<file path="src/design/creditCounter.sv">
`timescale 1ns/1ps

module creditCounter #(
	parameter int MaxCredits = 7
)
(
	input logic clk,
	input logic reset,
	input logic creditIn,
	input logic empty,
	output logic sendGrant
);

	localparam int CountWidth = $clog2(MaxCredits + 1);

	logic [CountWidth-1:0] creditCount;

	// one send per credit and only with a result waiting
	assign sendGrant = (creditCount != '0) && !empty;

	always_ff @(posedge clk)
	begin
		if (reset)
		begin
			creditCount <= '0;
		end
		else
		begin
			case ({creditIn, sendGrant})
				2'b10: creditCount <= creditCount + 1'b1;
				2'b01: creditCount <= creditCount - 1'b1;
				default: creditCount <= creditCount;  // grant and send cancel
			endcase
		end
	end

	// downstream must not grant more than MaxCredits ahead
	creditBound: assert property (@(posedge clk) disable iff (reset)
		!(creditIn && !sendGrant && creditCount == CountWidth'(MaxCredits)));

endmodule

</file>
<file path="config.mk">
export PLATFORM = sky130hd
export DESIGN_NAME = creditCounter
export DESIGN_NICKNAME = d
export VERILOG_FILES = /design/src/design/creditCounter.sv
export SDC_FILE = /design/constraint.sdc
export NUM_CORES = 1
export LEC_CHECK = 0
export BUFFER_PORTS_ARGS = -buffer_cell sky130_fd_sc_hd__buf_2
export CAP_MARGIN = 20
export CELL_PAD_IN_SITES_DETAIL_PLACEMENT = 1
export CELL_PAD_IN_SITES_GLOBAL_PLACEMENT = 1
export CORE_AREA = 2 2 39 41
export DETAILED_ROUTE_END_ITERATION = 10
export DIE_AREA = 0 0 41 43
export PLACE_DENSITY_LB_ADDON = 0.1
export SETUP_SLACK_MARGIN = 0.5
export SLEW_MARGIN = 0
export SYNTH_ARGS = -nofsm -noshare
export SYNTH_HDL_FRONTEND = slang
export SYNTH_SLANG_ARGS = --single-unit
</file>
<file path="constraint.sdc">
create_clock -name clk -period 2.35 [get_ports clk]
set_clock_uncertainty 0.2 [all_clocks]
set_input_delay 0.235 -clock clk [delete_from_list [all_inputs] [get_ports clk]]
set_output_delay 0.235 -clock clk [all_outputs]
set_load 0.02 [all_outputs]
</file>
Word-level counts from Yosys, hierarchy flattened
Cells that the tools add are included.
{"block": "totals", "reg_bits": 3, "in_bits": 4, "out_inout_bits": 1, "wordCells": 10}
{"block": "op_classes", "addsub": 2, "n_eq_ne": 2, "mux": 1, "reduce_logical": 4}
{"op": "$pmux 3 s2", "n": 1}
{"op": "$add 3x1->3 const B", "n": 1}
{"op": "$reduce_bool 3->1", "n": 1}
{"op": "$sub 3x1->3 const B", "n": 1}
{"op": "$eq 2x1->1 const B", "n": 1}
{"op": "$eq 2x2->1 const B", "n": 1}
{"op": "$reduce_bool 2->1", "n": 1}
{"op": "$logic_and 1x1->1", "n": 1}
{"op": "$logic_not 1->1", "n": 1}

Logic depth before layout (Yosys ltp)
{"block": "depth", "depth_word": 4, "depth_mapped": 8, "depth_no_buf": 8}

Least setup slack after synthesis
Ideal clock, no wire load.
{"block": "synth_path", "path_kind": "reg-to-reg", "start": "reg creditCount[0]", "end": "reg creditCount[2]", "setup_time_ps": 70, "arrival_time_ps": 1944, "required_ps": 2080, "setup_slack_ps": 137, "stages_incl_launch_ff": 9, "n_path_buf": 0, "synth_period_minus_slack_ps": 2213, "path_cell_list": "dfxtp_1 -> nor3_1 -> nor2_1 -> ha_1 -> inv_1 -> fa_1 -> xor2_1 -> or3_1 -> a21oi_1"}
{"block": "synth_between", "elab_chain_len": 4, "word_cells_on_any_way": 8, "cone_classes": "add/sub: 2; eq/ne: 2; mux: 1; reduce/logical: 3"}
{"item": "from (decl)", "line": "16", "text": "logic [CountWidth-1:0] creditCount;"}
{"item": "from (signal assigned)", "line": "30", "text": "2'b10: creditCount <= creditCount + 1'b1;"}
{"item": "from (signal assigned)", "line": "31", "text": "2'b01: creditCount <= creditCount - 1'b1;"}
{"item": "from (signal assigned)", "line": "32", "text": "default: creditCount <= creditCount;"}
{"item": "$reduce_bool 3->1 *", "line": "19", "text": "assign sendGrant = (creditCount != '0) && !empty;"}
{"item": "$logic_and 1x1->1 *", "line": "19"}
{"item": "net sendGrant", "line": "11", "text": "output logic sendGrant"}
{"item": "$eq 2x1->1 or $eq 2x2->1 (tied branches)", "line": "29", "text": "case ({creditIn, sendGrant})"}
{"item": "$pmux 3 s2 or $reduce_bool 2->1 (tied branches)"}
The timed path passes the listed nets; every way through them passes the cells marked *.
A chain may end at the register's enable or synchronous reset.

Worst setup path in the final report
{"block": "layout_path", "start": "reg creditCount[1]", "end": "reg creditCount[2]"}
{"block": "layout_between", "elab_chain_len": 4, "word_cells_on_any_way": 8, "cone_classes": "add/sub: 2; eq/ne: 2; mux: 1; reduce/logical: 3"}
{"item": "branches (longest 4 deep; another with $sub 3x1->3)"}
Several ways; the timed one is not identified.

==> out/qor.txt <==
H-tree lvl count -> 1
first-pass GRT wire length -> 703 um
CP max stage cell -> fa_2
IO Pins -> 5
Worst VDD drop -> 0.281 mV
status -> finished clean
cells after synthesis -> 20
Post-DRT Antenna Nets -> 0
CP delay by family, top -> adder cells
antenna cells -> 0
crit end category -> register
Final setup viols -> 0
Seq/Total Area, Yosys -> 0.361
crit-path cells -> nor3_2, nor2_4, ha_4, inv_2, fa_2, xor2_2, or3_1, a21oi_1
Ys Warns -> 0
Clk pin slew, worst setup/hold paths -> 0.04 ns
Skew-Pair Late Insertion Delay -> 0.23 ns
pin count of the biggest net entering global routing -> 6
clk root buf -> clkbuf_4
total CTS buffers -> 3
startpoint types -> register
Reg power frac -> 0.230
total gr overflow -> 0
vias in the first global route -> 174
Worst path max stage delay -> 0.34 ns
share of cells above drive strength 1 -> 0.594
power share of the combinational group -> 0.555
HP Class -> reg -> reg
Pwr Total -> 413 uW
Starting Density -> 0.120
GP Congestion -> 0.541
core footprint -> 0.00138 mm2
dpl hpwl -> 313 um
wire per inst -> 8.67 um
Slew Limit Fails -> 0
Buf/Inv on CP -> 1
initial antenna violation count -> 0
Bufs on Longest Clock Path -> 2
Sink Count -> 3
LEAKAGE -> 0.000126 uW
DRC -> 0
area of the mapped netlist -> 166 um2
Critical Path RT -> 2.31 ns
Internal Power -> 256 uW
Port Buf Inserts -> 4
CTS tree -> yes
max reg flops -> 3
die extent in y -> 43 um
critical path arrival -> 1.83 ns
Hold Fails Final Rpt -> 0
Seq cells post-synth -> 3
initial DRC count -> 0
first-pass iteration count of the detailed router -> 1
via/cell ratio -> 3.42
die area -> 0.00176 mm2
CP Max Fanout -> 2
min Tclk post-route -> 1.88 ns
synth unique cells -> 10
RSZ-0062 raised after global routing -> yes
post-route clock period utilization -> 0.800
area growth from synthesis to layout -> 82.7%
number of cell rows -> 14
via count -> 164
max cap viols -> 0
NetSw -> 158 uW
register bank with the most flops -> creditCount
Crit Path Category -> reg -> reg
Worst slew margin -> 0.848
switching portion of total power -> 0.382
Total GRT Usage -> 0.0683
Clk pwr share -> 0.216
synthesized area per cell -> 8.32 um2
fmax -> 532 MHz
Least-Margin Pin Slew -> 0.226 ns
P per Cell Area -> 1360 mW/mm2
routed wire length -> 416 um
Die X -> 41 um
biggest regs -> creditCount: 3 flops
Fill cells -> 166
Final #Nets -> 39
Post-Syn Nets -> 26
total negative slack -> 0 ns
==> cell usage in the layout, fill, tap and decap left out <==
cell,netlist,final
buf_2,0,4
inv_1,4,3
nor2_1,4,3
clkbuf_4,0,3
dfxtp_2,0,3
buf_4,0,3
a21oi_1,2,2
nor3_2,0,1
nor2_4,0,1
inv_2,0,1
xor2_1,2,1
xor2_2,0,1
o21ai_0,1,1
or3_1,1,1
fa_2,0,1
ha_4,0,1
clkbuf_1,0,1
dlygate4sd3_1,0,1
==> routing by layer <==
| metal | wire, um | up-vias | global-route usage | part of all wire |
|---|---|---|---|---|
| met5 | 0 | - | 0 | 0 |
| met4 | 0 | 0 | 0.100 | 0 |
| met3 | 23 | 0 | 0.0314 | 0.055 |
| met2 | 197 | 4 | 0.0750 | 0.47 |
| met1 | 195 | 74 | 0.0740 | 0.47 |
| li1 | - | 86 | - | - |
==> worst paths after layout <==
path	from	to	slack, ns	depth (start not counted)
worst min-delay path	creditCount[2]$_SDFFE_PP0P_	creditCount[2]$_SDFFE_PP0P_	0.28	2
worst max register to register	creditCount[1]$_SDFFE_PP0P_	creditCount[2]$_SDFFE_PP0P_	0.47	8
worst max-delay path	creditCount[1]$_SDFFE_PP0P_	creditCount[2]$_SDFFE_PP0P_	0.47	8
worst min register to register	creditCount[2]$_SDFFE_PP0P_	creditCount[2]$_SDFFE_PP0P_	0.28	2
==> synth_stat cells <==
cell	instances	area, um2
fa_1	1	20.0
nor3_1	1	5.00
inv_1	4	15.0
dfxtp_1	3	60.1
o21ai_0	1	5.00
ha_1	1	12.5
nor2_1	4	15.0
or3_1	1	6.26
a21oi_1	2	10.0
xor2_1	2	17.5
==> area by class of cell <==
cell class              instances  area [um2]  share of cell area
repair buffers                  8        52.6               0.173
clock buffers                   4        26.3              0.0864
inverters                       4        15.0              0.0494
well taps                      16        20.0              0.0658
multi-input cells              13         126               0.416
flip-flops and latches          3        63.8               0.210
==> worst reg2reg max path, delay by kind of cell (launching register included) <==
kind	cells	cell delay (ns)
compound gates	1	0.14
xor+xnor	1	0.16
fa+ha+maj	2	0.48
buf+inv	1	0.03
flops	1	0.33
simple gates	3	0.47
==> power by group through the flow <==
stage               Sequential (uW)  Clock (uW)  Combinational, uW
global route                    100         102                256
finish                         94.9        89.2                229
CTS                            96.0        93.4                238
global placement                103           0                175
detailed placement              103           0                176
floorplan                      96.4           0                139
==> what timing repair did <==
action / CTS / global route
hold buffers: 1 / 0
buffers inserted: 3 / 0
endpoints found under the hold margin: 3 / 0
setup endpoints to repair: 1 / 1
resized for setup: 2 / 0
pin swaps: 5 / 0
==> through the flow <==
stage / hold slack (ns) / setup WS [ns] / cell area (um2) / util / std cells
6_report: 0.284 / 0.471 / 304 / 0.220 / 48
3_3_place_gp: 0.224 / 0.400 / 228 / 0.165 / 40
2_1_floorplan: 0.0967 / 0.365 / 188 / - / 20
4_1_cts: 0.285 / 0.449 / 304 / 0.220 / 48
3_5_place_dp: 0.222 / 0.353 / 228 / 0.165 / 40
5_1_grt: 0.299 / 0.407 / 304 / 0.220 / 48
==> cell families (layout without fill, tap and decap cells) <==
| family | after synthesis | after routing | share of synthesized area |
|---|---|---|---|
| and+or+nand+nor | 6 | 6 | 0.158 |
| buffers and inverters | 4 | 16 | 0.0902 |
| AOI/OAI and AO/OA | 3 | 3 | 0.0902 |
| DFF | 3 | 3 | 0.361 |
| adders and majority gates | 2 | 2 | 0.195 |
| xor gates and xnor gates | 2 | 2 | 0.105 |
No activity file was read; power rests on OpenSTA's default activity.
