--- src/design/mlpPkg.sv ---
package mlpPkg;

	typedef logic [15:0] wordT;  // two's complement activation or weight

	localparam int NumInputs = 15;
	localparam int NumHidden = 6;
	localparam int NumOutputs = 4;

	typedef wordT [NumInputs-1:0] inputVecT;
	typedef wordT [NumHidden-1:0] hiddenVecT;
	typedef wordT [NumOutputs-1:0] outputVecT;

	// tag is chosen by the sender and comes back with the result
	typedef struct packed
	{
		wordT tag;
		inputVecT data;
	} sampleT;

	typedef struct packed
	{
		wordT tag;
		outputVecT data;
	} resultT;

	// one row per hidden neuron, one column per input word
	localparam wordT [0:NumHidden-1][0:NumInputs-1] HiddenWeights = '{
		'{ 12,  -7,  25,   3, -19,  40,  -2,   8, -33,  17,   5, -11,  29,  -4,  21},
		'{-28,  14,   6, -40,   9,   2,  31, -15,  22,  -6, -37,  18,   1,  26,  -9},
		'{  7,  33, -21,  11,  -3, -26,  15,  39, -12,   4,  20, -30,  -8,  13,  36},
		'{-17,  -5,  42,  24, -14,  10, -35,   0,  19, -23,  16,  27, -41,   5,  -1},
		'{ 30, -20,  -9,   1,  34, -13,  23, -27,   8,  38, -16,  -2,  11, -31,   6},
		'{-36,  29,  37,  14,  12, -18,   6,  35,  -6,  16, -15,   3,   7, -42, -11}
	};

	localparam wordT [0:NumHidden-1] HiddenBias = '{
		1,
		-3,
		4,
		0,
		-2,
		1
	};

	// one row per output neuron, one column per hidden word
	localparam wordT [0:NumOutputs-1][0:NumHidden-1] OutputWeights = '{
		'{  9, -14,  22,  -5,  17, -30},
		'{-12,  26,   3,  19,  -8,  11},
		'{ 35,  -2, -18,   7,  28, -24},
		'{ -4,  13,  31, -39,   2,  15}
	};

	localparam wordT [0:NumOutputs-1] OutputBias = '{
		-2,
		5,
		0,
		3
	};

endpackage

--- src/design/neuron.sv ---
`timescale 1ns/1ps

module neuron #(
	parameter int NumIn = 1,
	parameter mlpPkg::wordT [0:NumIn-1] Weights = '0,
	parameter mlpPkg::wordT Bias = '0
)
(
	input logic clk,
	input logic reset,
	input mlpPkg::wordT [NumIn-1:0] activations,
	output mlpPkg::wordT result
);

	mlpPkg::wordT [NumIn-1:0] actReg;  // edge 1
	mlpPkg::wordT [NumIn-1:0] products;
	mlpPkg::wordT weightedSum;
	mlpPkg::wordT sumReg;  // edge 2

	// low 16 bits of each product only
	always_comb
	begin
		for (int i = 0; i < NumIn; i++)
		begin
			products[i] = mlpPkg::wordT'(actReg[i] * Weights[i]);
		end
	end

	always_comb
	begin
		weightedSum = Bias;
		for (int i = 0; i < NumIn; i++)
		begin
			weightedSum = weightedSum + products[i];  // wraps at 16 bits
		end
	end

	always_ff @(posedge clk)
	begin
		if (reset)
		begin
			actReg <= '0;
			sumReg <= '0;
			result <= '0;
		end
		else
		begin
			actReg <= activations;
			sumReg <= weightedSum;
			if (sumReg[15])
			begin
				result <= '0;  // relu clamps negatives to zero
			end
			else
			begin
				result <= sumReg;
			end
		end
	end

endmodule

--- src/design/denseLayer.sv ---
`timescale 1ns/1ps

module denseLayer #(
	parameter int NumIn = 1,
	parameter int NumOut = 1,
	parameter mlpPkg::wordT [0:NumOut-1][0:NumIn-1] Weights = '0,
	parameter mlpPkg::wordT [0:NumOut-1] Biases = '0
)
(
	input logic clk,
	input logic reset,
	input logic inValid,
	input mlpPkg::wordT inTag,
	input mlpPkg::wordT [NumIn-1:0] activations,
	output logic outValid,
	output mlpPkg::wordT outTag,
	output mlpPkg::wordT [NumOut-1:0] outputs
);

	// matches the three register stages inside each neuron
	logic [2:0] validPipe;
	mlpPkg::wordT [2:0] tagPipe;

	genvar n;
	generate
		for (n = 0; n < NumOut; n++)
		begin : genNeuron
			neuron #(
				.NumIn(NumIn),
				.Weights(Weights[n]),
				.Bias(Biases[n])
			) i_neuron (
				.clk(clk),
				.reset(reset),
				.activations(activations),
				.result(outputs[n])
			);
		end
	endgenerate

	always_ff @(posedge clk)
	begin
		if (reset)
		begin
			validPipe <= '0;
			tagPipe <= '0;
		end
		else
		begin
			validPipe <= {validPipe[1:0], inValid};
			tagPipe <= {tagPipe[1:0], inTag};  // tag rides beside valid
		end
	end

	assign outValid = validPipe[2];
	assign outTag = tagPipe[2];

endmodule

--- config.mk ---
export PLATFORM = sky130hd
export DESIGN_NAME = denseLayer
export DESIGN_NICKNAME = d
export VERILOG_FILES = /design/src/design/mlpPkg.sv /design/src/design/neuron.sv /design/src/design/denseLayer.sv
export SDC_FILE = /design/constraint.sdc
export NUM_CORES = 1
export LEC_CHECK = 0
export BUFFER_PORTS_ARGS = -buffer_cell sky130_fd_sc_hd__buf_2
export CELL_PAD_IN_SITES_DETAIL_PLACEMENT = 1
export CELL_PAD_IN_SITES_GLOBAL_PLACEMENT = 2
export CORE_ASPECT_RATIO = 0.5
export CORE_MARGIN = 1.5
export CORE_UTILIZATION = 28
export DETAILED_ROUTE_END_ITERATION = 10
export PLACE_DENSITY = 0.87
export SETUP_SLACK_MARGIN = 0.5
export SYNTH_ARGS = -nofsm -noshare
export SYNTH_HDL_FRONTEND = slang
export SYNTH_SLANG_ARGS = --single-unit
--- constraint.sdc ---
create_clock -name clk -period 0.8 [get_ports clk]
set_input_delay 0.08 -clock clk [delete_from_list [all_inputs] [get_ports clk]]
set_output_delay 0.08 -clock clk [all_outputs]
set_load 0.03 [all_outputs]
======== After elaboration in Yosys (flattened, before gate mapping) ========
Cells that the tools add are included.
storage, ports and cells
  output and inout port bits .............. 33
  word-level logic and storage cells ...... 4
  bits in registers ....................... 51

======== Longest topological paths before layout ========
  depth after elaboration ................. 0
  mapped depth ............................ 2
  gate-level depth less buffers ........... 1

======== By module ========
A second synthesis with hierarchy kept.
second synthesis, totals
  cell total of the unflattened synthesis .. 140
  area total of the unflattened synthesis .. 1,609.0 µm²
modules (own cells, without submodules)
  module      times used  seq. area each (µm²)  cells an instance  area an instance (µm²)
  denseLayer  1           1,021.0               123                1,485.2
  neuron      1           0.0                   17                 123.9

======== Worst setup path before layout ========
Ideal clock, no wire load.
  path type ............................... register to output
  from .................................... register validPipe[2]
  to ...................................... output outValid
  required time ........................... 0.720 ns
  arrival ................................. 0.459 ns
  cell stages (with the launch flop) ...... 1
  buffers on the path ..................... 0
  setup slack ............................. 0.261 ns
  path through ............................ dfxtp_1
RTL lines
  what                    line              text
  start, declared         denseLayer.sv:21  logic [2:0] validPipe;
  start signal, assigned  denseLayer.sv:50  validPipe <= {validPipe[1:0], inValid};
  end, declared           denseLayer.sv:15  output logic outValid,
No word-level cell between the ends.

======== Worst setup path after layout ========
  from .................................... register tagPipe, in the netlist outTag[14]
  to ...................................... output outTag[14]
RTL lines
  what                    line              text
  start, declared         denseLayer.sv:22  mlpPkg::wordT [2:0] tagPipe;
  start signal, assigned  denseLayer.sv:51  tagPipe <= {tagPipe[1:0], inTag};
  end, declared           denseLayer.sv:16  output mlpPkg::wordT outTag,
No word-level cell between the ends.

==> results.md <==
- Leak Pwr: 0.956 nW
- Reg power frac: 47.8%
- HPWL after DPL: 1520 µm
- Mapped Cells: 140
- Final hold vios: 1
- Post-CTS setup buffer count: 0
- WL per Instance: 12.6 µm
- R2r setup slk: 240 ps
- Core Area: 5520 µm²
- CP Capture Type: output port
- Comb pwr share: 8.6%
- Sequential share of the synthesized area: 63.5%
- Ratio of cells with drive above 1 in the final layout: 62.7%
- Routability cong.: 0.617
- Startpoint Class: flop
- CP max FO: 1
- WP depth: 1
- CTS root buffer: clkbuf_16
- Die ar.: 6240 µm²
- Compound-cell area share of the yosys netlist: 0%
- Setup slack after layout: -29.7 ps
- Dpl ws: 175 ps
- Synthesized area: 1610 µm²
- Unique masters post-synth: 5
- CP required: 720 ps
- Final Skew: 4.64 ps
- Core Rows: 19
- Synth warn: 0
- Peak VDD IR: 1.27 mV
- Mux contribution to synthesized area: 0%
- Die Y: 56.6 µm
- First-pass GRT wire length: 4110 µm
- Avg Inst Size Synth: 11.5 µm²
- Post-Synth Simple-Gate Area: 19.8%
- Clock Power Share: 43.6%
- I/O pin total: 68
- Failing checks: hold timing, setup timing
- Die W: 110 µm
- Peak Freq: 1.21 GHz
- Vias in the first global route: 816
- Overall Power: 5.63 mW
- RR Endpoint: outTag[10]
- CTS sink count: 51
- Min-Delay Path Class: in -> reg
- Outcome: complete, but fails checks
- Initial cell density of the core: 29.2%
- Antenna Nets Post-Route: 0
- CP arrival: 750 ps
- # H-tree levels: 2
- Initial antenna violation count: 3
- Reg2reg start: tagPipe[26]
- Fin util: 40.8%
- MaxCap Viol Count: 0
- Routed WL: 3050 µm
- CP Class: reg -> out
- Total CTS buffers: 5
- Hold WS: -3.60 ps
- DR vias: 839
- Drt first pass iters: 3
- Largest net degree at the start of global routing: 27
- Hold depth: 2
- CTS tree: built
- Critical-path top delay cell: dfxtp_2
- Crit-path leading delay family: flip-flops
- Flops & latches, synth: 51
- Adder-cell area share of the yosys netlist: 0%
- Final setup fails: 17
- Hold wc startpoint: inTag[15]
- Tmin final: 830 ps
- PD cells: 2500 nW/µm²
- Clock tree buffer depth: 2
- Worst path max stage delay: 340 ps
- Largest family of logic cells by synthesized area: simple AND/OR/NAND/NOR gates
- DRC errors left: 0
- Post-route cell area: 2250 µm²
- Post-synthesis xor/xnor area fraction: 0%
- Clock Latency Late Sink: 290 ps
- Worst Path Buf+Inv: 1
- DR vias/cell: 3.48
- Slew Limit Fails: 0
- R2R depth: 1
- Int Power: 4.44 mW
- Crit share post-route: 104%
- Area grow syn2layout: 39.8%
- Hold EP: tagPipe[15]
- Crit-path cells: buf_6
- Post-DP Area: 1710 µm²
- Net switching share of the total power: 21.1%
- PortBufs: 35
- Clock slew at reported path FFs: 60 ps
- RSZ-0062 raised after global routing: true
- Final #Nets: 200
- Initial DRC Count: 16
- Net Sw Power: 1.19 mW
- Remaining Overflow, GRT: 0
- Global Route Usage Sum: 9.53%
-- synth_stat cells (all sizes together) --
| cell type | count | area (µm²) |
|---|---|---|
| conb | 1 | 3.75 |
| buf | 37 | 265 |
| nor2b | 51 | 319 |
| dfxtp | 51 | 1020 |
-- worst max path at each step --
stage | slack (ps) | from | end
6_report | -30 | outTag[14] | outTag[14]
3_3_place_gp | 200 | reset | tagPipe[2]
5_1_grt | -50 | outTag[14] | outTag[14]
2_1_floorplan | 300 | outTag[0] | outTag[0]
3_5_place_dp | 180 | reset | outTag[4]
4_1_cts | -30 | outTag[4] | outTag[4]
-- flip-flops by register name (all words and copies together) (netlist names) --
signal / count
tagPipe: 32
validPipe: 3
outTag: 16
-- per-stage QoR --
stage,setup TNS [ps],instances
2_1_floorplan,0,155
3_3_place_gp,0,227
3_5_place_dp,0,227
4_1_cts,-254,237
5_1_grt,-618,239
6_report,-167,241
-- cells in the final DEF (no fill, tap or decap), types with 2 or more instances in the layout --
cell type,count
nor2b_4,15
diode_2,2
dfxtp_1,14
clkbuf_16,6
nor2b_2,4
dfxtp_2,37
buf_6,19
buf_2,17
conb_1,16
nor2b_1,32
buf_16,3
-- final cells by class --
| cell class | count | area (µm²) |
|---|---|---|
| Clock buffer | 6 | 139 |
| Timing Repair Buffer | 40 | 407 |
| Clock inverter | 2 | 38.8 |
| Multi-Input combinational cell | 67 | 502 |
| Sequential cell | 51 | 1070 |
| Antenna cell | 2 | 5.00 |
| Tap cell | 73 | 91.3 |
| Fill cell | 584 | 3270 |
-- kinds of logic (layout without fill, tap and decap cells) --
group                  count (synthesis)  after routing
other                                  1             18
DFF                                   51             51
and+or+nand+nor                       51             51
buffers and inverters                 37             48
-- layer usage --
metal | share of wire (%) | GRT usage [%]
met1 | 43 | 9.99
met4 | 2.0 | 3.85
met3 | 9.0 | 7.20
met5 | 0.89 | 0
met2 | 46 | 14.5
-- power groups by stage --
stage               registers [mW]  clock network [mW]  logic [mW]
floorplan                     2.72                   0       0.361
global placement              2.72                   0       0.324
detailed placement            2.72                   0       0.330
CTS                           2.67                2.51       0.410
global route                  2.70                2.65       0.513
finish                        2.69                2.46       0.485
-- repair_timing --
action | 4_1_cts | 5_1_grt
resized for setup | 44 | 44
gates cloned | 2 | 2
hold endpoints to repair | 1 | 1
endpoints found under the setup margin | 66 | 53
Note: power is estimated with default switching activity, not from simulation.
