--- src/design/mlpPkg.sv ---
package mlpPkg;

	typedef logic [15:0] wordT;  // two's complement activation or weight

	localparam int NumInputs = 15;
	localparam int NumHidden = 6;
	localparam int NumOutputs = 4;

	typedef wordT [NumInputs-1:0] inputVecT;
	typedef wordT [NumHidden-1:0] hiddenVecT;
	typedef wordT [NumOutputs-1:0] outputVecT;

	// tag is chosen by the sender and comes back with the result
	typedef struct packed
	{
		wordT tag;
		inputVecT data;
	} sampleT;

	typedef struct packed
	{
		wordT tag;
		outputVecT data;
	} resultT;

	// one row per hidden neuron, one column per input word
	localparam wordT [0:NumHidden-1][0:NumInputs-1] HiddenWeights = '{
		'{ 12,  -7,  25,   3, -19,  40,  -2,   8, -33,  17,   5, -11,  29,  -4,  21},
		'{-28,  14,   6, -40,   9,   2,  31, -15,  22,  -6, -37,  18,   1,  26,  -9},
		'{  7,  33, -21,  11,  -3, -26,  15,  39, -12,   4,  20, -30,  -8,  13,  36},
		'{-17,  -5,  42,  24, -14,  10, -35,   0,  19, -23,  16,  27, -41,   5,  -1},
		'{ 30, -20,  -9,   1,  34, -13,  23, -27,   8,  38, -16,  -2,  11, -31,   6},
		'{-36,  29,  37,  14,  12, -18,   6,  35,  -6,  16, -15,   3,   7, -42, -11}
	};

	localparam wordT [0:NumHidden-1] HiddenBias = '{
		1,
		-3,
		4,
		0,
		-2,
		1
	};

	// one row per output neuron, one column per hidden word
	localparam wordT [0:NumOutputs-1][0:NumHidden-1] OutputWeights = '{
		'{  9, -14,  22,  -5,  17, -30},
		'{-12,  26,   3,  19,  -8,  11},
		'{ 35,  -2, -18,   7,  28, -24},
		'{ -4,  13,  31, -39,   2,  15}
	};

	localparam wordT [0:NumOutputs-1] OutputBias = '{
		-2,
		5,
		0,
		3
	};

endpackage

--- src/design/resultFifo.sv ---
`timescale 1ns/1ps

module resultFifo #(
	parameter int Depth = 4
)
(
	input logic clk,
	input logic reset,
	input logic push,
	input mlpPkg::resultT pushEntry,
	input logic pop,
	output mlpPkg::resultT headEntry,
	output logic empty
);

	localparam int PtrWidth = (Depth > 1) ? $clog2(Depth) : 1;
	localparam int CountWidth = $clog2(Depth + 1);

	mlpPkg::resultT entries [Depth];  // no reset on storage
	logic [PtrWidth-1:0] readPtr;
	logic [PtrWidth-1:0] writePtr;
	logic [CountWidth-1:0] count;
	logic full;

	// wraps at any depth and not only at powers of two
	function automatic logic [PtrWidth-1:0] nextPtr(input logic [PtrWidth-1:0] ptr);
		if (ptr == PtrWidth'(Depth - 1))
		begin
			return '0;
		end
		return ptr + 1'b1;
	endfunction

	always_ff @(posedge clk)
	begin
		if (push)
		begin
			entries[writePtr] <= pushEntry;
		end
	end

	always_ff @(posedge clk)
	begin
		if (reset)
		begin
			readPtr <= '0;
			writePtr <= '0;
			count <= '0;
		end
		else
		begin
			if (push)
			begin
				writePtr <= nextPtr(writePtr);
			end
			if (pop)
			begin
				readPtr <= nextPtr(readPtr);
			end
			case ({push, pop})
				2'b10: count <= count + 1'b1;
				2'b01: count <= count - 1'b1;
				default: count <= count;  // both or neither
			endcase
		end
	end

	assign empty = (count == '0);
	assign full = (count == CountWidth'(Depth));
	assign headEntry = entries[readPtr];  // visible the cycle after the write

	// upstream credit must keep the pipeline from overrunning the buffer
	noPushWhenFull: assert property (@(posedge clk) disable iff (reset) !(push && full));
	noPopWhenEmpty: assert property (@(posedge clk) disable iff (reset) !(pop && empty));

endmodule

--- config.mk ---
export PLATFORM = sky130hd
export DESIGN_NAME = resultFifo
export DESIGN_NICKNAME = d
export VERILOG_FILES = /design/src/design/mlpPkg.sv /design/src/design/resultFifo.sv
export SDC_FILE = /design/constraint.sdc
export NUM_CORES = 1
export LEC_CHECK = 0
export BUFFER_PORTS_ARGS = -buffer_cell sky130_fd_sc_hd__buf_2
export CORE_ASPECT_RATIO = 1.25
export CORE_MARGIN = 2
export CORE_UTILIZATION = 50
export CTS_CLUSTER_DIAMETER = 150
export DETAILED_ROUTE_END_ITERATION = 6
export PLACE_DENSITY = 0.7
export SLEW_MARGIN = 20
export SYNTH_ARGS = -nofsm -noshare
export SYNTH_HDL_FRONTEND = slang
export SYNTH_SLANG_ARGS = --single-unit
--- constraint.sdc ---
create_clock -name clk -period 3.7 [get_ports clk]
set_input_delay 0.37 -clock clk [delete_from_list [all_inputs] [get_ports clk]]
set_output_delay 0.37 -clock clk [all_outputs]
set_load 0.05 [all_outputs]
# Word level (Yosys, flattened, before mapping)
# Memories as Yosys holds them, arrays and structs flattened. A register that Yosys moved wholly into a read port is not among the register bits.
# Index checks and enable logic that the tools add are counted.
[totals]
mem_bits_rw = 320
n_memories = 1
register_bits = 7
output_inout_bits = 81
wordCells = 29
[memory_table]
columns = ["memory", "words", "width", "read_ports", "rd_clocked_by_memory_dff", "write_ports", "line", "source"]
rows = [
  ["entries", 4, 80, 1, 1, 1, "resultFifo.sv:19", "mlpPkg::resultT entries [Depth];"],
]
[classes]
mux = 15
add_sub_neg = 4
eq_ne = 4
reduce_logical = 2
[ops]
columns = ["cell", "count"]
rows = [
  ["2-bit 2-to-1 mux", 6],
  ["1-bit 2-to-1 mux", 8],
  ["2-bit equality test (second input constant)", 3],
  ["3-bit one-hot mux with 2 select lines", 1],
  ["2-bit by 1-bit adder with 2-bit output (second input constant)", 2],
  ["3-bit by 1-bit adder with 3-bit output (second input constant)", 1],
  ["3-bit zero test", 1],
  ["3-bit by 1-bit subtractor with 3-bit output (second input constant)", 1],
  ["2-bit by 1-bit equality test with 1-bit output (second input constant)", 1],
  ["2-bit nonzero test", 1],
]

# Depth between registers and ports, before layout
# Gate-level depths: netlist of run 1.
[logic_depth]
ltp_word = 7
depth_mapped = 7
depth_no_buf = 7

# Worst setup path after synthesis of run 1
# OpenSTA, ideal clock, no wires.
[synth_path]
path_kind = "register to register"
start = "register writePtr[0]"
end = "memory entries[3][0] in the netlist's numbering (enable)"
setup_slack_ns = 0.841
n_path_buf = 0
arrival_time_ns = 2.412
stages_incl_launch_ff = 3
cell_sequence = "dfxtp_1 ha_1 and2_1"
[synth_rtl]
columns = ["item", "line", "source"]
rows = [
  ["start, declared", "resultFifo.sv:21", "logic [PtrWidth-1:0] writePtr;"],
  ["start signal, assigned", "resultFifo.sv:54", "writePtr <= nextPtr(writePtr);"],
  ["end, declared", "resultFifo.sv:19", ""],
]
# Straight into the memory's write port.

==> results of run 1 <==
## path summary, 6_finish.rpt
| check | end | cells past startpoint | slack (ns) |
|---|---|---|---|
| max | headEntry[12] | 3 | 0.91 |
| max reg2reg | entries[0][67] | 4 | 1.63 |
| min reg2reg | count[2] | 2 | 0.50 |
| min | entries[3][35] | 1 | 0.04 |
## registers in the layout, indices dropped and copies added (netlist names), named ones only
| register | cells |
|---|---|
| entries | 320 |
| readPtr | 2 |
| writePtr | 2 |
| count | 3 |
## power breakdown
group	internal, uW	switching [uW]	leakage, uW
combinational	300	696	0.00129
clock	1660	1250	0.000465
sequential	4250	58.0	0.00301
total	6210	2000	0.00477
## cells in the final DEF (no fill, tap or decap), drive strengths merged, types with 2 or more instances in the layout
cell type	synthesis	routed
inv	7	8
ha	6	6
bufinv	0	2
dfxtp	9	9
mux4	80	80
edfxtp	320	320
mux2i	2	2
and2	4	4
clkbuf	0	36
xor2	2	2
nor2	7	7
buf	18	177
clkinv	0	17
nor3b	2	2
a21oi	4	4
## metal layers
layer  global-route usage [%]  up-vias  wire [um]
li1                         -     2382          -
met1                    20.96     2823       8156
met2                    31.54      152      11800
met3                    3.265       30       1080
met4                    4.785        2        425
met5                        0        -         13
## synth_stat cells
master / instances / area share (%)
ha_1: 6 / 0.62
mux2i_1: 2 / 0.17
buf_2: 8 / 0.33
nor3b_1: 2 / 0.12
o21ai_0: 1 / 0.041
xor2_1: 2 / 0.15
edfxtp_1: 320 / 80
nor3_1: 1 / 0.041
mux4_2: 80 / 15
buf_6: 1 / 0.093
or3_1: 1 / 0.052
a21oi_1: 4 / 0.17
nor2_1: 7 / 0.22
buf_1: 1 / 0.031
buf_12: 8 / 1.3
fa_1: 1 / 0.17
dfxtp_1: 9 / 1.5
inv_1: 7 / 0.22
and2_1: 4 / 0.21
## worst reg2reg max path, delay by kind of cell, from the launching register on
| family | cells | cell delay [ns] |
|---|---|---|
| flip-flops | 1 | 0.35 |
| buffers and inverters | 2 | 0.49 |
| adder cells (fa/ha/maj) | 1 | 0.15 |
| AND/OR/NAND/NOR | 1 | 0.78 |
## cells by family (layout without fill, tap and decap cells)
kind of cell | count (synthesis) | count (layout)
AOI/OAI and AO/OA | 5 | 5
DFF | 329 | 329
and+or+nand+nor | 15 | 15
muxes | 82 | 82
xor gates and xnor gates | 2 | 2
buffers and inverters | 25 | 240
other | 0 | 1
adders and majority gates | 7 | 7
## cell type report
class | count | area (sq um) | share of cell area, %
multi-input combinational | 111 | 2047 | 14.45
antenna | 1 | 2.502 | 0.01767
timing repair buffer | 177 | 943.4 | 6.662
clock buffer | 36 | 794.5 | 5.611
sequential | 329 | 9797 | 69.18
inverter | 7 | 26.28 | 0.1855
clock inverter | 20 | 143.9 | 1.016
tap | 325 | 406.6 | 2.872
## metrics by stage
stage / power [uW] / cells
2_1_floorplan: 5134 / 465
3_3_place_gp: 5372 / 949
3_5_place_dp: 5401 / 949
4_1_cts: 8311 / 1005
5_1_grt: 8489 / 1005
6_report: 8217 / 1006
==> impl_metrics.json, run 1 <==
{
  "clk_latency_ns": 0.54,
  "slew_violations": 0,
  "grt_max_degree": 63,
  "syn-num-nets": 556,
  "syn_inst": 465,
  "io_buffers": 164,
  "synth_warnings": 0,
  "nFillCells": 1707,
  "syn_area_sq_mm": 0.01207,
  "holdWs_ns": 0.03897,
  "hold_viol_final": 0,
  "critical_path_buf_inv_count": 2,
  "vdd_drop_max_v": 0.0004392,
  "grt_pass1_vias": 5882,
  "tns_ns": 0,
  "area_growth_pct": 17.35,
  "cpPeakStageDelay_ns": 0.70,
  "hold_class": "input port to register",
  "grt_setup_unrepaired": "false",
  "place_area_sq_mm": 0.01322,
  "fin_skew_ns": 0.006878,
  "rows": 63,
  "drtIter0Drc": 188,
  "root_buffer": "clkbuf_16",
  "cp_max_fo": 27,
  "ys_ff_latch": 329,
  "period_minus_slack_ns": 2.789,
  "crit_path_start_kind": "register",
  "h-tree-depth": 1,
  "die_height_um": 177.7,
  "worstPathCellList": "buf_4, mux4_2, buf_2",
  "die_area_sq_mm": 0.02540,
  "layout.nets": 748,
  "critPathTopFamily": "flip-flops",
  "setup.worst_path.class": "register to output port",
  "start_util_pct": 50.86,
  "yosysSeqAreaShare_pct": 81.12,
  "synthXorXnorAreaFrac_pct": 0.1452,
  "max_cap_viol_count": 0,
  "clock_tree.buffer_depth": 3,
  "fmaxAchievable_ghz": 0.3586,
  "cts_buffers": 31,
  "drive_gt1_share_pct": 44.71,
  "status": "finished clean",
  "setup_viol": 0,
  "wire_per_inst_um": 21.34,
  "yosys.area_share.simple_pct": 0.6428,
  "critPathCaptureType": "output port",
  "hold_start": "pushEntry[35]",
  "place_congestion": 0.7222,
  "setup_slack_ns": 0.9114,
  "cts_sinks": 329,
  "finalInstanceArea_sq_mm": 0.01416,
  "drcViolationCount": 0,
  "pre_cts_ws_ns": 1.384,
  "routed_wl_mm": 21.47,
  "grt_usage_pct": 17.26,
  "fin_crit_sh_pct": 75.37,
  "die_w_um": 143.0,
  "cts-resized-gates": 0,
  "grt_pass1_wl_mm": 32.94,
  "first_pass_iters": 4,
  "syn_avg_cell_area_sq_um": 25.95,
  "crit_required_ns": 3.33,
  "post_cts_buffers": 0,
  "r2r_start": "writePtr[0]",
  "cts_tree": "done",
  "vias_per_cell": 5.357,
  "slew_headroom_pct": 33.41,
  "leakage_uw": 0.004773,
  "utilization_pct": 59.68,
  "timing.critical_path.arrival_ns": 2.42,
  "holdBufCountCts": 0,
  "worst_pin_slew_ns": 0.9989,
  "io_pins": 165,
  "synthMuxAreaShare_pct": 15.10,
  "grt_antenna_before_repair": 1,
  "yosys.area_share.adder_pct": 0.7880,
  "cts.clk_slew.worst_paths_ns": 0.06,
  "synth_top_family_by_area": "multiplexers",
  "hpwl_mm": 13.19,
  "gr-total-overflow": 0,
  "ant_nets": 0,
  "via_count": 5389,
  "p_per_area_mw_per_mm2": 580.3,
  "ys_types": 19,
  "slowest_stage": "dfxtp_4",
  "core_sq_mm": 0.02373,
  "synth_compound_area_share_pct": 0.2074
}
Note: power is estimated with default switching activity, not from simulation.
==> run 2: changes to the inputs <==
--- a/config.mk
+++ b/config.mk
@@ -5,13 +5,14 @@
 export SDC_FILE = /design/constraint.sdc
 export NUM_CORES = 1
 export LEC_CHECK = 0
+export ABC_AREA = 1
 export BUFFER_PORTS_ARGS = -buffer_cell sky130_fd_sc_hd__buf_2
 export CORE_ASPECT_RATIO = 1.25
 export CORE_MARGIN = 2
 export CORE_UTILIZATION = 50
 export CTS_CLUSTER_DIAMETER = 150
 export DETAILED_ROUTE_END_ITERATION = 6
-export PLACE_DENSITY = 0.7
+export PLACE_DENSITY = 0.73
 export SLEW_MARGIN = 20
 export SYNTH_ARGS = -nofsm -noshare
 export SYNTH_HDL_FRONTEND = slang
==> constraint.sdc (replaced) <==
create_clock -name clk -period 2.5 [get_ports clk]
set_input_delay 0.25 -clock clk [delete_from_list [all_inputs] [get_ports clk]]
set_output_delay 0.25 -clock clk [all_outputs]
set_load 0.05 [all_outputs]
==> impl_metrics.json, run 2 <==
{
  "routed_wl_mm": 26.53,
  "root_buffer": "clkbuf_16",
  "synth_warnings": 0,
  "grt_setup_unrepaired": "false",
  "place_congestion": 0.7681,
  "synthFlopType": "edfxtp_1",
  "drive_gt1_share_pct": 21.80,
  "synthTopCellsByCount": "edfxtp_1, nor2_1, o21ai_0",
  "layout.nets": 1168,
  "clk_latency_ns": 0.55,
  "nFillCells": 1792,
  "cts_buffers": 30,
  "layout_common_cells": "edfxtp_1, nor2_1, buf_2",
  "synthArstFlopShare_pct": 0,
  "grt_antenna_before_repair": 3,
  "ys_ff_latch": 329,
  "area_growth_pct": 25.08,
  "gr-total-overflow": 0,
  "largest_register": "entries",
  "setup_viol": 0,
  "synthXorXnorAreaFrac_pct": 0,
  "synth_area_leaders": "edfxtp_1, o21ai_0, nor2_1",
  "max_cap_viol_count": 0,
  "io_buffers": 164,
  "hold_viol_final": 0,
  "syn_inst": 833,
  "wire_per_inst_um": 18.53,
  "post_cts_buffers": 0,
  "hpwl_mm": 14.11,
  "synth_edf_count": 320,
  "status": "finished clean",
  "grt_max_degree": 125,
  "final_common_cell": "edfxtp_1",
  "drcViolationCount": 0,
  "leakage_uw": 0.005424,
  "grt_pass1_wl_mm": 38.86,
  "cts_sinks": 329,
  "place_inst": 1293,
  "grt_usage_pct": 19.63,
  "yosys.area_share.adder_pct": 0.7745,
  "yosysSeqAreaShare_pct": 79.73,
  "vias_per_cell": 5.398,
  "largest_reg_flops": 320,
  "rows": 64,
  "fin_cells": 1432,
  "cp_max_fo": 52,
  "setup.worst_path.class": "register to output port",
  "tns_ns": 0,
  "die_height_um": 179.2,
  "vdd_drop_max_v": 0.0006404,
  "finalPower_uw": 12820,
  "synth_compound_area_share_pct": 10.97,
  "slew_headroom_pct": 68.16,
  "yosys.area_share.simple_pct": 5.503,
  "fin_crit_sh_pct": 97.14,
  "yosysTopAreaCell": "edfxtp_1",
  "core_sq_mm": 0.02434,
  "yosys.area.top_type_share_pct": 78.26,
  "die_area_sq_mm": 0.02583,
  "synthMuxAreaShare_pct": 0,
  "clock_tree.buffer_depth": 3,
  "first_pass_iters": 4,
  "slew_violations": 0,
  "period_minus_slack_ns": 2.428,
  "syn-num-nets": 924,
  "crit_required_ns": 2.25,
  "drtIter0Drc": 570,
  "ant_nets": 0,
  "fin_skew_ns": 0.01454,
  "ys_types": 20,
  "fmaxAchievable_ghz": 0.4118,
  "cts_tree": "done",
  "via_count": 7730,
  "synth_top_family_by_area": "compound AO/OA/AOI/OAI gates",
  "critPathCaptureType": "output port",
  "syn_avg_cell_area_sq_um": 14.74,
  "die_w_um": 144.2,
  "syn_area_sq_mm": 0.01228,
  "io_pins": 165,
  "timing.critical_path.arrival_ns": 2.18,
  "reg_top3": "entries (320), count (3)",
  "p_per_area_mw_per_mm2": 834.8,
  "crit_path_start_kind": "register",
  "start_util_pct": 50.44,
  "cts.clk_slew.worst_paths_ns": 0.07,
  "worst_pin_slew_ns": 0.4766,
  "grt_pass1_vias": 7539,
  "h-tree-depth": 1,
  "hold_class": "input port to register",
  "synth.most_common_cell": "edfxtp_1"
}
## run 2: cell families (layout without fill, tap and decap cells)
kind of cell / count (synthesis) / in the layout
flip-flops: 329 / 329
AO/OA/AOI/OAI: 249 / 249
AND/OR/NAND/NOR: 178 / 178
buffers and inverters: 70 / 338
adder cells (fa/ha/maj): 7 / 7
other: 0 / 1
## run 2: area by class of cell
| cell class | count | area, sq um | share of cell area (%) |
|---|---|---|---|
| sequential | 329 | 9797 | 63.79 |
| multi-input combinational | 434 | 2117 | 13.79 |
| clock buffer | 39 | 835.8 | 5.442 |
| inverter | 18 | 92.59 | 0.6029 |
| antenna | 1 | 2.502 | 0.01629 |
| clock inverter | 17 | 172.7 | 1.124 |
| tap | 330 | 412.9 | 2.689 |
| timing repair buffer | 264 | 1927 | 12.55 |
## run 2: report_power, final
part	leakage [uW]	switching (uW)	total (uW)	internal, uW
combinational	0.00192	1400	1890	492
sequential	0.00301	63.4	6360	6300
clock	0.000492	1900	4570	2670
total	0.00542	3360	12800	9460
## run 2: per-stage QoR
| stage | setup slack (ns) | utilization [%] | area (sq um) | hold slack (ns) |
|---|---|---|---|---|
| finish | 0.07154 | 63.09 | 15360 | 0.05814 |
| global route | 0.001574 | 63.09 | 15360 | 0.07147 |
| CTS | 0.06458 | 62.94 | 15320 | 0.04383 |
| detailed placement | 0.5109 | 55.44 | 13500 | 0.4584 |
| global placement | 0.5543 | 55.44 | 13500 | 0.4610 |
| floorplan | 0.2277 | - | 12290 | 0.3224 |
## run 2: critical path, cell delays in order (launching register included)
cell	delay (ns)
dfxtp_4	0.39
inv_8	0.26
buf_4	0.34
o21ai_0	0.15
o22ai_1	0.18
buf_2	0.30
## run 2: path summary, 6_finish.rpt
check                           cells past startpoint              to   startpoint  slack (ns)
worst max-delay path                                5   headEntry[21]     register        0.07
worst min-delay path                                4      readPtr[1]          pop        0.06
worst max register to register                      4  entries[3][50]  writePtr[0]        0.79
worst min register to register                      2     writePtr[1]  writePtr[1]        0.53
## run 2: per-layer routing
layer	global-route usage [%]	routed length [um]	up-vias
li1	-	-	3628
met1	23.82	10550	3792
met2	35.36	13920	261
met3	3.579	1518	45
met4	6.634	522	4
met5	0	27	-
## run 2: what timing repair did
item | CTS | global route
endpoints found under the setup margin | 30 | 4
hold endpoints to repair | 323 | 0
resized for setup | 3 | 1
cloned | 0 | 1
hold buffers | 81 | 0
==> run 3: changes to the inputs <==
--- a/config.mk
+++ b/config.mk
@@ -12,6 +12,7 @@
 export CORE_UTILIZATION = 50
 export CTS_CLUSTER_DIAMETER = 150
 export DETAILED_ROUTE_END_ITERATION = 6
+export GPL_TIMING_DRIVEN = 0
 export PLACE_DENSITY = 0.73
 export SLEW_MARGIN = 20
 export SYNTH_ARGS = -nofsm -noshare
==> impl_metrics.json, run 3 (synthesis gave the netlist of run 2 again) <==
{
  "status": "finished clean",
  "io_pins": 165,
  "die_height_um": 179.2,
  "power_switching_uw": 3331,
  "wire_per_inst_um": 19.02,
  "grt_max_degree": 31,
  "p_int_uw": 9310,
  "largest_register": "entries",
  "multiInputGateArea_sq_mm": 0.002130,
  "hold_depth": 3,
  "p_per_area_mw_per_mm2": 808.9,
  "max_cap_viol_count": 0,
  "io_buffers": 164,
  "worst_pin_slew_ns": 0.7048,
  "clock_tree.buffer_depth": 3,
  "pwr-share-comb_pct": 16.0,
  "worstPathCellList": "buf_6, clkbuf_1, o21ai_0, o22ai_1, buf_2",
  "place_congestion": 0.7637,
  "holdWs_ns": 0.04379,
  "period_minus_slack_ns": 2.447,
  "fmaxAchievable_ghz": 0.4086,
  "cp_max_fo": 10,
  "nFillCells": 1768,
  "hold_start": "pop",
  "drtIter0Drc": 485,
  "slew_headroom_pct": 52.92,
  "place_inst": 1338,
  "cts_sinks": 329,
  "hpwl_mm": 16.89,
  "layout_common_cells": "edfxtp_1, nor2_1, o21ai_0",
  "timing.critical_path.arrival_ns": 2.20,
  "gr-total-overflow": 0,
  "start_util_pct": 50.44,
  "cts.clk_slew.worst_paths_ns": 0.06,
  "fin_crit_sh_pct": 97.89,
  "cpPeakStageDelay_ns": 0.43,
  "fin_cells": 1471,
  "drcViolationCount": 0,
  "ff_latch_area_sq_mm": 0.009789,
  "grt_pass1_wl_mm": 40.68,
  "slowest_stage": "clkbuf_1",
  "holdPathEnd": "readPtr[1]",
  "swShare_pct": 26.35,
  "routed_wl_mm": 27.98,
  "grt_usage_pct": 20.90,
  "reg_top3": "entries (320), count (3)",
  "cts_buffers": 31,
  "crit_path_start_kind": "register",
  "reg2reg_slack_ns": 0.40,
  "grt_pass1_vias": 7740,
  "die_area_sq_mm": 0.02583,
  "die_w_um": 144.2,
  "clk_latency_ns": 0.54,
  "h-tree-depth": 1,
  "crit_required_ns": 2.25,
  "slew_violations": 0,
  "rr_worst_depth": 5,
  "layout.nets": 1215,
  "place_area_sq_mm": 0.01375,
  "setup.worst_path.class": "register to output port",
  "final_common_cell": "edfxtp_1",
  "vias_per_cell": 5.396,
  "r2r_start": "writePtr[0]",
  "diodes": 0,
  "seqPwrFrac_pct": 50.2,
  "hold_viol_final": 0,
  "setup_viol": 0,
  "drive_gt1_share_pct": 24.01,
  "largest_reg_flops": 320,
  "cts_tree": "done",
  "vdd_drop_max_v": 0.0005664,
  "hold_class": "input port to register",
  "core_sq_mm": 0.02434,
  "via_count": 7937,
  "rows": 64,
  "critPathCaptureType": "output port",
  "grt_antenna_before_repair": 0,
  "root_buffer": "clkbuf_16",
  "finalInstanceArea_sq_mm": 0.01563,
  "grt_setup_unrepaired": "true",
  "ant_nets": 0,
  "area_growth_pct": 27.28,
  "fin_skew_ns": 0.009840,
  "r2r-end": "entries[2][45]",
  "leakage_uw": 0.005601,
  "first_pass_iters": 5,
  "pwr-share-clk_pct": 33.8
}
run 3: changes by cell type in the layout (fill, tap and decap cells not counted), moves of 3 or more:
cell,before,now
clkbuf_4,0,21
clkbuf_2,0,36
clkinv_1,2,7
clkbuf_8,3,0
clkinv_2,7,3
buf_6,0,11
buf_2,163,137
run 3: per-stage QoR:
stage	utilization (%)	power [uW]	setup TNS [ns]	worst slack, ns
finish	64.20	12640	0	0.05271
global route	64.20	13040	-0.02936	-0.02449
global placement	55.57	8273	-233.17	-0.7953
floorplan	-	7722	0	0.2277
detailed placement	56.50	8332	0	0.2243
CTS	63.84	12670	0	0.009542
run 3: power groups by stage:
stage               Combinational [uW]  Sequential (uW)  Clock [uW]
global route                      2150             6360        4530
CTS                               1990             6350        4320
floorplan                         1260             6460           0
finish                            2020             6350        4270
global placement                  1800             6480           0
detailed placement                1870             6460           0
run 3: repair_timing:
| action | CTS | global route |
|---|---|---|
| endpoints found under the hold margin | 323 | 0 |
| setup buffers | 2 | 0 |
| resized for setup | 34 | 48 |
| hold buffers | 81 | 0 |
| pin swaps | 0 | 0 |
| setup endpoints to repair | 80 | 44 |
run 3: layout make-up:
class	instances	area share, %
sequential	329	62.64
multi-input combinational	434	13.63
inverter	18	0.5845
buffer	52	2.242
clock inverter	14	0.7526
tap	330	2.642
clock buffer	36	5.084
timing repair buffer	258	12.43
run 3: worst max-delay path by stage:
stage | start | end | slack, ns
finish | register | headEntry[25] | 0.05
global route | register | headEntry[69] | -0.02
CTS | register | headEntry[14] | 0.01
detailed placement | register | headEntry[38] | 0.22
global placement | writePtr[0] | entries[0][41] | -0.80
floorplan | writePtr[0] | entries[0][0] | 0.23
run 3: metal layers:
metal	global-route usage (%)	part of all wire, %
met1	26.86	40
met2	36.21	52
met3	3.579	6.3
met4	6.998	2.4
met5	0	0
run 3: critical path, delay by kind of cell (launching register included):
kind	cells	cell delay, ns
AOI/OAI and AO/OA	2	0.42
DFF	1	0.34
buffers and inverters	3	0.90
